[src/verilog/pim_bus_pkg.sv]
package pim_bus_pkg;

    // CPU address and data word
    typedef logic [31:0] bus_word_t;

    // Upper address half selecting the cell window
    localparam int cell_window_lsb = 16;
    localparam logic [15:0] cell_window = 16'h4000;

    // Cell address fields, taken from the address word
    typedef logic [6:0] row_addr_t;
    typedef logic [8:0] col_addr_t;

    localparam int row_lsb = 9;
    localparam int col_lsb = 0;

    // Pulse parameters, taken from the data word
    typedef logic [16:0] pulse_width_t;
    typedef logic [4:0]  pulse_count_t;

    localparam int width_lsb = 5;
    localparam int count_lsb = 0;

    // Zero-point word toward the output buffer
    typedef logic signed [31:0] zp_data_t;

    // Status word bits
    localparam int status_idle_bit  = 0;
    localparam int status_valid_bit = 1;

endpackage

[src/verilog/pim_mode_pkg.sv]
package pim_mode_pkg;

    // Codes 5 to 7 are reserved and do nothing
    typedef enum logic [2:0] {
        IDLE_MODE = 3'd0,
        ERASE     = 3'd1,
        PROGRAM   = 3'd2,
        READ      = 3'd3,
        ZP        = 3'd4
    } pim_mode_e;

    typedef enum logic [1:0] {
        IDLE       = 2'b00,
        SETUP      = 2'b01,
        EXEC       = 2'b10,
        PROCESSING = 2'b11
    } seq_state_e;

    // Read exec countdown
    typedef logic [3:0] exec_cnt_t;

    // Output processing countdown
    typedef logic [1:0] proc_cnt_t;

    // Processing starts here, buffer read at this value then write at one below
    localparam proc_cnt_t proc_start = 2'd2;

endpackage

[src/verilog/pim_bus_regs.sv]
`timescale 1ns/1ns

module pim_bus_regs
    import pim_bus_pkg::*;
    import pim_mode_pkg::*;
#(
    parameter bus_word_t mode_addr   = 32'h4100_0000,
    parameter bus_word_t zp_addr     = 32'h4200_0000,
    parameter bus_word_t status_addr = 32'h4300_0000
) (
    input  logic         clk_i,
    input  logic         rst_ni,

    input  bus_word_t    address_i,
    input  bus_word_t    data_i,
    input  logic         seq_idle_i,
    input  logic         read_data_ready_i,

    output logic         mode_wr_o,
    output logic         cell_wr_o,
    output logic         zp_wr_o,
    output pim_mode_e    mode_o,
    output row_addr_t    row_addr_o,
    output col_addr_t    col_addr_o,
    output pulse_width_t pulse_width_o,
    output pulse_width_t pulse_width_in_o,
    output pulse_count_t pulse_count_in_o,
    output bus_word_t    data_o
);

    logic status_rd;
    logic data_valid;
    logic pulse_mode;
    logic cell_mode;

    // Address decode, the address itself is the command
    assign mode_wr_o = (address_i == mode_addr);
    assign cell_wr_o = (address_i[$bits(bus_word_t)-1:cell_window_lsb] == cell_window);
    assign zp_wr_o   = (address_i == zp_addr);
    assign status_rd = (address_i == status_addr);

    assign pulse_mode = (mode_o == ERASE) || (mode_o == PROGRAM);
    assign cell_mode  = pulse_mode || (mode_o == READ);

    // Pulse parameters go straight to the timer on the cell write
    assign pulse_width_in_o = cell_wr_o ? data_i[width_lsb +: $bits(pulse_width_t)] : '0;
    assign pulse_count_in_o = cell_wr_o ? data_i[count_lsb +: $bits(pulse_count_t)] : '0;

    always_ff @(posedge clk_i or negedge rst_ni) begin
        if (!rst_ni) begin
            mode_o <= IDLE_MODE;
        end else if (mode_wr_o) begin
            mode_o <= pim_mode_e'(data_i[$bits(pim_mode_e)-1:0]);
        end
    end

    // Cell address and pulse width
    always_ff @(posedge clk_i) begin
        if (cell_wr_o && cell_mode) begin
            row_addr_o <= address_i[row_lsb +: $bits(row_addr_t)];
            col_addr_o <= address_i[col_lsb +: $bits(col_addr_t)];
        end
        if (cell_wr_o && pulse_mode) begin
            pulse_width_o <= pulse_width_in_o;
        end
    end

    // Sticky until the next mode write
    always_ff @(posedge clk_i or negedge rst_ni) begin
        if (!rst_ni) begin
            data_valid <= 1'b0;
        end else if (mode_wr_o) begin
            data_valid <= 1'b0;
        end else if (read_data_ready_i) begin
            data_valid <= 1'b1;
        end
    end

    always_ff @(posedge clk_i or negedge rst_ni) begin
        if (!rst_ni) begin
            data_o <= '0;
        end else begin
            data_o <= '0;
            if (status_rd) begin
                data_o[status_idle_bit]  <= seq_idle_i;
                data_o[status_valid_bit] <= data_valid;
            end
        end
    end

endmodule

[src/verilog/pim_pulse_timer.sv]
`timescale 1ns/1ns

module pim_pulse_timer
    import pim_bus_pkg::*;
(
    input  logic         clk_i,
    input  logic         rst_ni,

    input  logic         load_i,
    input  pulse_width_t width_i,
    input  pulse_count_t count_i,
    input  pulse_width_t reload_width_i,

    output pulse_width_t width_cnt_o,
    output pulse_count_t count_cnt_o
);

    // One pulse is width cycles high plus one low cycle at width zero
    always_ff @(posedge clk_i or negedge rst_ni) begin
        if (!rst_ni) begin
            width_cnt_o <= '0;
            count_cnt_o <= '0;
        end else if (load_i) begin
            width_cnt_o <= width_i;
            count_cnt_o <= count_i;
        end else if (count_cnt_o != '0) begin
            if (width_cnt_o != '0) begin
                width_cnt_o <= width_cnt_o - 1'b1;
            end else begin
                // Gap cycle done, start the next pulse
                width_cnt_o <= reload_width_i;
                count_cnt_o <= count_cnt_o - 1'b1;
            end
        end else begin
            width_cnt_o <= '0;
        end
    end

endmodule

[src/verilog/pim_read_timer.sv]
`timescale 1ns/1ns

module pim_read_timer
    import pim_mode_pkg::*;
#(
    // Valid range 3 to 15
    parameter int read_exec_cycles = 9
) (
    input  logic      clk_i,
    input  logic      rst_ni,

    input  logic      load_i,
    input  logic      active_i,

    output exec_cnt_t exec_cnt_o,
    output proc_cnt_t proc_cnt_o
);

    always_ff @(posedge clk_i or negedge rst_ni) begin
        if (!rst_ni) begin
            exec_cnt_o <= '0;
            proc_cnt_o <= '0;
        end else if (load_i) begin
            exec_cnt_o <= exec_cnt_t'(read_exec_cycles);
            proc_cnt_o <= '0;
        end else if (!active_i) begin
            exec_cnt_o <= '0;
            proc_cnt_o <= '0;
        end else if (exec_cnt_o != '0) begin
            exec_cnt_o <= exec_cnt_o - 1'b1;
            // Processing follows the last exec cycle directly
            if (exec_cnt_o == exec_cnt_t'(1)) begin
                proc_cnt_o <= proc_start;
            end
        end else if (proc_cnt_o != '0) begin
            proc_cnt_o <= proc_cnt_o - 1'b1;
        end
    end

endmodule

[src/verilog/pim_seq_fsm.sv]
`timescale 1ns/1ns

module pim_seq_fsm
    import pim_bus_pkg::*;
    import pim_mode_pkg::*;
(
    input  logic         clk_i,
    input  logic         rst_ni,

    input  logic         mode_wr_i,
    input  logic         cell_wr_i,
    input  logic         zp_wr_i,
    input  pim_mode_e    mode_i,
    input  row_addr_t    row_addr_i,
    input  col_addr_t    col_addr_i,
    input  bus_word_t    data_i,
    input  pulse_width_t width_cnt_i,
    input  pulse_count_t count_cnt_i,
    input  exec_cnt_t    exec_cnt_i,
    input  proc_cnt_t    proc_cnt_i,

    output logic         setup_done_o,
    output logic         pulse_load_o,
    output logic         read_load_o,
    output logic         read_active_o,
    output logic         seq_idle_o,
    output logic         read_data_ready_o,

    output logic         pim_en_o,
    output pim_mode_e    pim_mode_o,
    output exec_cnt_t    exec_cnt_o,
    output row_addr_t    row_addr_o,
    output col_addr_t    col_addr_o,
    output logic         zp_en_o,
    output zp_data_t     zp_data_o,
    output logic         pim_out_buf_r_en_o,
    output logic         read_buf_w_en_o
);

    seq_state_e state_q;
    seq_state_e state_d;
    logic       pulse_mode;
    logic       read_mode;
    logic       pulse_last;

    assign pulse_mode = (mode_i == ERASE) || (mode_i == PROGRAM);
    assign read_mode  = (mode_i == READ);

    assign setup_done_o = (state_q == SETUP) &&
                          (((pulse_mode || read_mode) && cell_wr_i) ||
                           ((mode_i == ZP) && zp_wr_i));

    assign pulse_load_o  = setup_done_o && pulse_mode;
    assign read_load_o   = setup_done_o && read_mode;
    assign read_active_o = read_mode && ((state_q == EXEC) || (state_q == PROCESSING));

    assign seq_idle_o        = (state_q == IDLE);
    assign read_data_ready_o = (state_q == EXEC) && read_mode && (exec_cnt_i == exec_cnt_t'(2));

    // Gap cycle of the final pulse
    assign pulse_last = (count_cnt_i <= pulse_count_t'(1)) && (width_cnt_i == '0);

    always_ff @(posedge clk_i or negedge rst_ni) begin
        if (!rst_ni) begin
            state_q <= IDLE;
        end else begin
            state_q <= state_d;
        end
    end

    always_comb begin
        state_d = state_q;
        case (state_q)
            IDLE: begin
                if (mode_wr_i) begin
                    state_d = SETUP;
                end
            end
            SETUP: begin
                if (setup_done_o) begin
                    state_d = (mode_i == ZP) ? IDLE : EXEC;
                end
            end
            EXEC: begin
                if (pulse_mode) begin
                    if (pulse_last) begin
                        state_d = IDLE;
                    end
                end else if (read_mode) begin
                    if (exec_cnt_i <= exec_cnt_t'(1)) begin
                        state_d = PROCESSING;
                    end
                end else begin
                    // Reserved or idle mode has nothing to run
                    state_d = IDLE;
                end
            end
            PROCESSING: begin
                if (proc_cnt_i <= proc_cnt_t'(1)) begin
                    state_d = IDLE;
                end
            end
            default: state_d = IDLE;
        endcase
    end

    // Driver, zero-point and buffer strobes
    always_comb begin
        pim_en_o           = 1'b0;
        pim_mode_o         = IDLE_MODE;
        exec_cnt_o         = '0;
        row_addr_o         = '0;
        col_addr_o         = '0;
        zp_en_o            = 1'b0;
        zp_data_o          = '0;
        pim_out_buf_r_en_o = 1'b0;
        read_buf_w_en_o    = 1'b0;
        case (state_q)
            SETUP: begin
                if (mode_i == ZP) begin
                    zp_en_o   = 1'b1;
                    zp_data_o = zp_data_t'(data_i);
                end
            end
            EXEC: begin
                if (pulse_mode || read_mode) begin
                    pim_mode_o = mode_i;
                    row_addr_o = row_addr_i;
                    col_addr_o = col_addr_i;
                end
                if (pulse_mode) begin
                    pim_en_o = (width_cnt_i != '0) && (count_cnt_i != '0);
                end else if (read_mode) begin
                    pim_en_o   = (exec_cnt_i != '0);
                    exec_cnt_o = exec_cnt_i;
                end
            end
            PROCESSING: begin
                pim_mode_o         = mode_i;
                col_addr_o         = col_addr_i;
                pim_out_buf_r_en_o = (proc_cnt_i == proc_start);
                read_buf_w_en_o    = read_mode && (proc_cnt_i == proc_start - 1'b1);
            end
            default: ;
        endcase
    end

endmodule

[src/verilog/pim_ctrl_top.sv]
`timescale 1ns/1ns

module pim_ctrl_top
    import pim_bus_pkg::*;
    import pim_mode_pkg::*;
#(
    parameter bus_word_t mode_addr        = 32'h4100_0000,
    parameter bus_word_t zp_addr          = 32'h4200_0000,
    parameter bus_word_t status_addr      = 32'h4300_0000,
    parameter int        read_exec_cycles = 9
) (
    input  logic      clk_i,
    input  logic      rst_ni,

    input  bus_word_t address_i,
    input  bus_word_t data_i,
    output bus_word_t data_o,

    output logic      pim_en_o,
    output pim_mode_e pim_mode_o,
    output exec_cnt_t exec_cnt_o,
    output row_addr_t row_addr_o,
    output col_addr_t col_addr_o,

    output logic      zp_en_o,
    output zp_data_t  zp_data_o,

    output logic      pim_out_buf_r_en_o,
    output logic      read_buf_w_en_o
);

    logic         mode_wr;
    logic         cell_wr;
    logic         zp_wr;
    pim_mode_e    mode;
    row_addr_t    row_addr;
    col_addr_t    col_addr;
    pulse_width_t pulse_width;
    pulse_width_t pulse_width_in;
    pulse_count_t pulse_count_in;
    logic         seq_idle;
    logic         read_data_ready;
    logic         pulse_load;
    logic         read_load;
    logic         read_active;
    pulse_width_t width_cnt;
    pulse_count_t count_cnt;
    exec_cnt_t    exec_cnt;
    proc_cnt_t    proc_cnt;

    pim_bus_regs #(
        .mode_addr   (mode_addr),
        .zp_addr     (zp_addr),
        .status_addr (status_addr)
    ) u_bus_regs (
        .clk_i             (clk_i),
        .rst_ni            (rst_ni),
        .address_i         (address_i),
        .data_i            (data_i),
        .seq_idle_i        (seq_idle),
        .read_data_ready_i (read_data_ready),
        .mode_wr_o         (mode_wr),
        .cell_wr_o         (cell_wr),
        .zp_wr_o           (zp_wr),
        .mode_o            (mode),
        .row_addr_o        (row_addr),
        .col_addr_o        (col_addr),
        .pulse_width_o     (pulse_width),
        .pulse_width_in_o  (pulse_width_in),
        .pulse_count_in_o  (pulse_count_in),
        .data_o            (data_o)
    );

    pim_pulse_timer u_pulse_timer (
        .clk_i          (clk_i),
        .rst_ni         (rst_ni),
        .load_i         (pulse_load),
        .width_i        (pulse_width_in),
        .count_i        (pulse_count_in),
        .reload_width_i (pulse_width),
        .width_cnt_o    (width_cnt),
        .count_cnt_o    (count_cnt)
    );

    pim_read_timer #(
        .read_exec_cycles (read_exec_cycles)
    ) u_read_timer (
        .clk_i      (clk_i),
        .rst_ni     (rst_ni),
        .load_i     (read_load),
        .active_i   (read_active),
        .exec_cnt_o (exec_cnt),
        .proc_cnt_o (proc_cnt)
    );

    pim_seq_fsm u_seq_fsm (
        .clk_i              (clk_i),
        .rst_ni             (rst_ni),
        .mode_wr_i          (mode_wr),
        .cell_wr_i          (cell_wr),
        .zp_wr_i            (zp_wr),
        .mode_i             (mode),
        .row_addr_i         (row_addr),
        .col_addr_i         (col_addr),
        .data_i             (data_i),
        .width_cnt_i        (width_cnt),
        .count_cnt_i        (count_cnt),
        .exec_cnt_i         (exec_cnt),
        .proc_cnt_i         (proc_cnt),
        .setup_done_o       (),
        .pulse_load_o       (pulse_load),
        .read_load_o        (read_load),
        .read_active_o      (read_active),
        .seq_idle_o         (seq_idle),
        .read_data_ready_o  (read_data_ready),
        .pim_en_o           (pim_en_o),
        .pim_mode_o         (pim_mode_o),
        .exec_cnt_o         (exec_cnt_o),
        .row_addr_o         (row_addr_o),
        .col_addr_o         (col_addr_o),
        .zp_en_o            (zp_en_o),
        .zp_data_o          (zp_data_o),
        .pim_out_buf_r_en_o (pim_out_buf_r_en_o),
        .read_buf_w_en_o    (read_buf_w_en_o)
    );

endmodule

[config.mk]
export PLATFORM = sky130hd
export DESIGN_NAME = pim_ctrl_top
export DESIGN_NICKNAME = d
export VERILOG_FILES = /design/src/verilog/pim_bus_pkg.sv /design/src/verilog/pim_mode_pkg.sv /design/src/verilog/pim_bus_regs.sv /design/src/verilog/pim_pulse_timer.sv /design/src/verilog/pim_read_timer.sv /design/src/verilog/pim_seq_fsm.sv /design/src/verilog/pim_ctrl_top.sv
export SDC_FILE = /design/constraint.sdc
export NUM_CORES = 1
export LEC_CHECK = 0
export ABC_CLOCK_PERIOD_IN_PS = 9900
export BUFFER_PORTS_ARGS = -buffer_cell sky130_fd_sc_hd__buf_2
export CORE_MARGIN = 10
export CORE_UTILIZATION = 35
export CTS_CLUSTER_DIAMETER = 150
export DETAILED_ROUTE_END_ITERATION = 8
export GPL_TIMING_DRIVEN = 0
export SYNTH_ARGS = -nofsm -noshare
export SYNTH_HDL_FRONTEND = slang
export SYNTH_SLANG_ARGS = --single-unit
[constraint.sdc]
create_clock -name clk_i -period 9.9 [get_ports clk_i]
set_input_delay 1.98 -clock clk_i [delete_from_list [all_inputs] [get_ports clk_i]]
set_output_delay 1.98 -clock clk_i [all_outputs]
set_load 0.02 [all_outputs]
Word level (Yosys, flattened, before mapping)
Cells that the tools add are included.
Word-level totals
  flip-flop bits (word level): 69
  input bits: 66
  output and inout bits: 91
Operators by class
  add/sub/neg operators: 4
  order comparisons: 3
  equal/unequal tests: 24
  multiplexer cells: 46
  reductions and logical operators: 27
Operator list (count)
  $eq A32 B31 Y1 const B: 3
  $mux W17: 4
  $mux W32: 2
  $mux W2: 14
  $mux W4: 6
  $mux W5: 4
  $pmux W9 S2: 1
  $logic_not A17 Y1: 1
  $reduce_bool A17 Y1: 1
  $sub A17 B1 Y17 const B: 1
  $eq A16 B15 Y1 const B: 1
  $mux W7: 2
  $logic_and A1 B1 Y1: 12
  $ne A4 B4 Y1 const B: 3
  $mux W1: 9
  $mux W9: 1
  $pmux W2 S4: 1
  $eq A2 B2 Y1 const B: 3
  $eq A3 B2 Y1 const B: 2
  $ne A2 B2 Y1 const B: 3
  $pmux W3 S2: 1
  $reduce_bool A2 Y1: 3
  $le A5 B1 Y1 const B: 1
  $reduce_and A5 Y1: 1
  19 further kinds: 24

Logic depth before layout (Yosys ltp)
  depth after elaboration: 9
  gate-level depth with buffers: 9
  mapped depth without buffers: 7

Cells and area by module
A second synthesis with hierarchy kept.
Second synthesis, totals
  cell total of the unflattened synthesis: 451
  area, all modules: 4393.0 um^2
Modules (own cells, without submodules)
  pim_bus_regs: times used 1, cells an instance 124, area each 1793.0 um^2
  pim_pulse_timer: times used 1, cells an instance 177, area each 1462.7 um^2
  pim_seq_fsm: times used 1, cells an instance 114, area each 750.7 um^2
  pim_read_timer: times used 1, cells an instance 36, area each 386.6 um^2

Worst setup path after synthesis
Ideal clock, no wire load.
  kind: in2reg
  from: input address_i[17]
  to: register u_bus_regs.pulse_width_o[0], enable pin
  arrival: 4881 ps
  path slack: 4644 ps
  stages on the path: 4
  path through: nor4_2 nand4_2 nor4_1 and2_1
On the way
  longest elaborated chain between the ends: 2
RTL lines
  from (decl): RTL line pim_ctrl_top.sv:15  | input bus_word_t address_i,
  $eq A16 B15 Y1: RTL line pim_bus_regs.sv:38  | assign cell_wr_o = (address_i[$bits(bus_word_t)-1:cell_window_lsb] == cell_window);
  $logic_and A1 B1 Y1: RTL line pim_bus_regs.sv:63  | if (cell_wr_o && pulse_mode) begin
  to (signal assigned): RTL line pim_bus_regs.sv:64  | pulse_width_o <= pulse_width_in_o;
  to (decl): RTL line pim_bus_regs.sv:25  | output pulse_width_t pulse_width_o,
No other way between the ends.
A chain may end at the register's enable or synchronous reset.

Worst setup path in the final report
  from: register u_pulse_timer.width_cnt_o[0]
  to: output pim_en_o
On the way
  longest elaborated chain between the ends: 4
RTL lines
  from (decl): RTL line pim_pulse_timer.sv:14  | output pulse_width_t width_cnt_o,
  from (signal assigned): RTL line pim_pulse_timer.sv:24  | width_cnt_o <= width_i;
  from (signal assigned): RTL line pim_pulse_timer.sv:28  | width_cnt_o <= width_cnt_o - 1'b1;
  from (signal assigned): RTL line pim_pulse_timer.sv:31  | width_cnt_o <= reload_width_i;
  $reduce_bool A17 Y1: RTL line pim_seq_fsm.sv:132  | pim_en_o = (width_cnt_i != '0) && (count_cnt_i != '0);
  $logic_and A1 B1 Y1: RTL line pim_seq_fsm.sv:132
  $mux W1: RTL line pim_seq_fsm.sv:131  | if (pulse_mode) begin
  $mux W1: RTL line pim_seq_fsm.sv:118  | case (state_q)
  to (decl): RTL line pim_ctrl_top.sv:19  | output logic pim_en_o,
No other way between the ends.

==> run summary <==
CTS buffer count = 9
initial drt markers = 171
hold crit path type = reg2reg
first-pass GRT wire length = 18.9 mm
top cells by area, synth = edfxtp_1, dfrtp_1, and2_1
Slew @ Worst Pin = 924 ps
crit-path most repeated cell = buf_2
Synth Flop Type = dfrtp_1
RePlAce Congestion = 0.836
sequential fraction of the synthesis area = 44.2%
met3 global-route usage = 4.43%
RR Startpoint = u_bus_regs.mode_o[2]
FF-to-FF End = u_bus_regs.pulse_width_o[12]
most common cell after layout, fill and taps aside = buf_2
Remaining DRCs = 0
DIE AREA = 17,100 um^2
clock tree buffer depth = 2
yosys warns = 0
Die X = 131 um
Synth top area share = 23.1%
Via density = 4.93
status = finished, final reports clean
Peak Freq = 0.218 GHz
Skew-Pair Late Insertion Delay = 340 ps
TritonCTS clock tree = built
1st-pass router iterations = 4
commonest cells after routing, fill and taps aside = buf_2, and2_1, nor2_1
fin crit share = 46.2%
CTS root buffer = clkbuf_16
Post-Syn Area = 4280 um^2
final antenna-violating net count = 0
WP buf/inv = 4
routing usage on met2 = 24.8%
startpoint types = flop
skew final = 6.22 ps
WS Path Type = reg2out
synthesis-stage register bit count = 69
Post-CTS Setup Bufs = 0
crit path max fanout = 10
FFs w/ async S/R, synth = 52.2%
Max Slew Vio Count = 0
hpwl dp = 9.61 mm
RSZ-0062 raised after global routing = no
CP Cell Sequence = inv_1 > ha_1 > nor4b_1 > nand4_4 > buf_6 > buf_2 > a22o_1 > buf_2
vias in the first global route = 3,743
residual overflow from global routing = 0
largest stage delay on the critical path = 560 ps
Final Hold Viols = 0
post-synthesis cell type with the largest combined area = edfxtp_1
Placeable Area = 12,000 um^2
Final nets = 669
Post-synth EDFFs = 33
Rel. slew slack = 38.4%
initial antenna violation count = 1
hold_sp = u_bus_regs.data_valid
I/O pins = 157
std cell rows = 40
overall power = 0.761 mW
GRT Max-Usage Layer = met2
Tot GR Track Use = 14.1%
htree depth = 3
P_leak = 2.72 nW
final wirelength = 12.3 mm
Resize count post-CTS = 0
Post-Syn Instances = 425
Die Height = 131 um
Setup TNS Final = 0 ps
met1 Usage GRT = 16.0%
Initial Util = 35.6%
critical path's top delay family = simple AND/OR/NAND/NOR gates
CP Data Arrival Time = 2600 ps
Min-Delay Endpoint = u_bus_regs.data_valid
hold path cells = 2
Critical-path top delay cell = nor4b_1
DR vias = 3,666
Mapped Avg Cell Area = 10.1 um^2
Clock Sinks = 69
VDD IR max = 0.0000566 V
fin crit period = 4580 ps
ANT cells = 0
Worst Setup End Kind = output port
# hold bufs at CTS = 0
reg-to-reg setup timing slack = 7330 ps
Synth cell types = 60
# setup viols final = 0
detail-routed net length per standard cell = 16.5 um
max-cap violation count = 0
cell count of the worst reg-to-reg path = 3
cell area power density = 137 nW/um^2
pin count of the biggest net entering global routing = 37
IO Port Bufs = 125
Area Growth Syn to Fin = 29.7%
Worst-path clk slew = 60 ps
share of layout cells above drive strength 1 = 35.0%
required time worst endpoint = 7920 ps
## layer usage
layer | vias to the layer above | share of wire (%)
met4 | 2 | 1.2
met5 | - | 0.14
met1 | 1737 | 41
met2 | 121 | 50
met3 | 13 | 7.5
li1 | 1793 | -
## worst register-to-register path, cell delays in order (launching register included)
cell      delay (ps)
dfrtp_1          370
clkbuf_1         210
nor4_2           770
and2_1           830
## layout make-up
cell class	count	area (um^2)
fill	1191	6460
multi-input combinational	326	2140
sequential	69	1890
timing repair buffer	127	641
buffer	46	312
clock buffer	9	225
tap	147	184
clock inverter	7	105
inverter	13	48.8
## Yosys cell counts (2+ instances only)
cell       n
buf_4     31
nor3_1     9
or3_1      3
o21ai_0   15
a21o_1     6
nor3_4     2
o211ai_1   2
and2_1    69
nor2_1    39
xnor2_1    6
dfrtp_1   36
nor4_2     3
a21oi_1   11
a22oi_1    3
a211oi_1   8
edfxtp_1  33
mux2_2     8
clkbuf_1   7
nand2_1   21
nand4_1    4
and3_1     3
ha_1      11
nor4b_2    2
a31oi_1    2
mux2i_1    2
buf_6      2
o31ai_1    2
a22o_1    11
buf_2      5
nor4_1    11
xor2_1     7
inv_1     13
nor4b_1    3
o21a_1     2
nand3_1    8
## flip-flops by register name, indices dropped and copies added, names as in the netlist
register	flops
u_read_timer.exec_cnt_o	4
u_read_timer.proc_cnt_o	2
u_pulse_timer.width_cnt_o	17
u_bus_regs.data_valid	1
u_bus_regs.mode_o	3
u_seq_fsm.state_q	2
u_pulse_timer.count_cnt_o	5
u_bus_regs.data_o	2
u_bus_regs.col_addr_o	9
u_bus_regs.pulse_width_o	17
u_bus_regs.row_addr_o	7
## worst max-delay path by stage
stage	depth (start not counted)	to	startpoint	slack [ps]
finish	8	pim_en_o	u_pulse_timer.width_cnt_o[0]	5320
global route	6	zp_data_o[9]	u_bus_regs.mode_o[0]	5120
CTS	6	zp_data_o[9]	u_bus_regs.mode_o[0]	5240
detailed placement	5	u_bus_regs.pulse_width_o[0]	address_i[21]	5200
global placement	5	u_bus_regs.pulse_width_o[12]	address_i[17]	3500
floorplan	4	u_bus_regs.pulse_width_o[0]	address_i[17]	4640
## through the flow
| stage | util [%] | worst slack (ps) | std cells | hold slack (ps) | cell area (um^2) |
|---|---|---|---|---|---|
| CTS | 46.2 | 5240 | 744 | 525 | 5550 |
| global route | 46.2 | 5120 | 744 | 533 | 5550 |
| global placement | 43.3 | 3500 | 726 | 496 | 5200 |
| detailed placement | 43.5 | 5200 | 728 | 511 | 5220 |
| finish | 46.2 | 5320 | 744 | 523 | 5550 |
| floorplan | - | 4640 | 454 | 455 | 4390 |
## power by group
group	total [mW]	internal [mW]	leakage (nW)	switching, mW
Combinational	0.0755	0.0373	1.80	0.0382
Sequential	0.328	0.311	0.758	0.0171
Clock	0.358	0.224	0.159	0.133
## cells by family after synthesis
kind of cell             after synthesis  synth area share, %
adder cells (fa/ha/maj)               11                 3.21
AND/OR/NAND/NOR                      192                 27.4
multiplexers                          10                 2.57
buffers and inverters                 59                 8.42
AO/OA/AOI/OAI                         70                 11.5
XOR/XNOR                              13                 2.66
flip-flops                            69                 44.2
other                                  1               0.0876
Note: power is estimated with default switching activity, not from simulation.
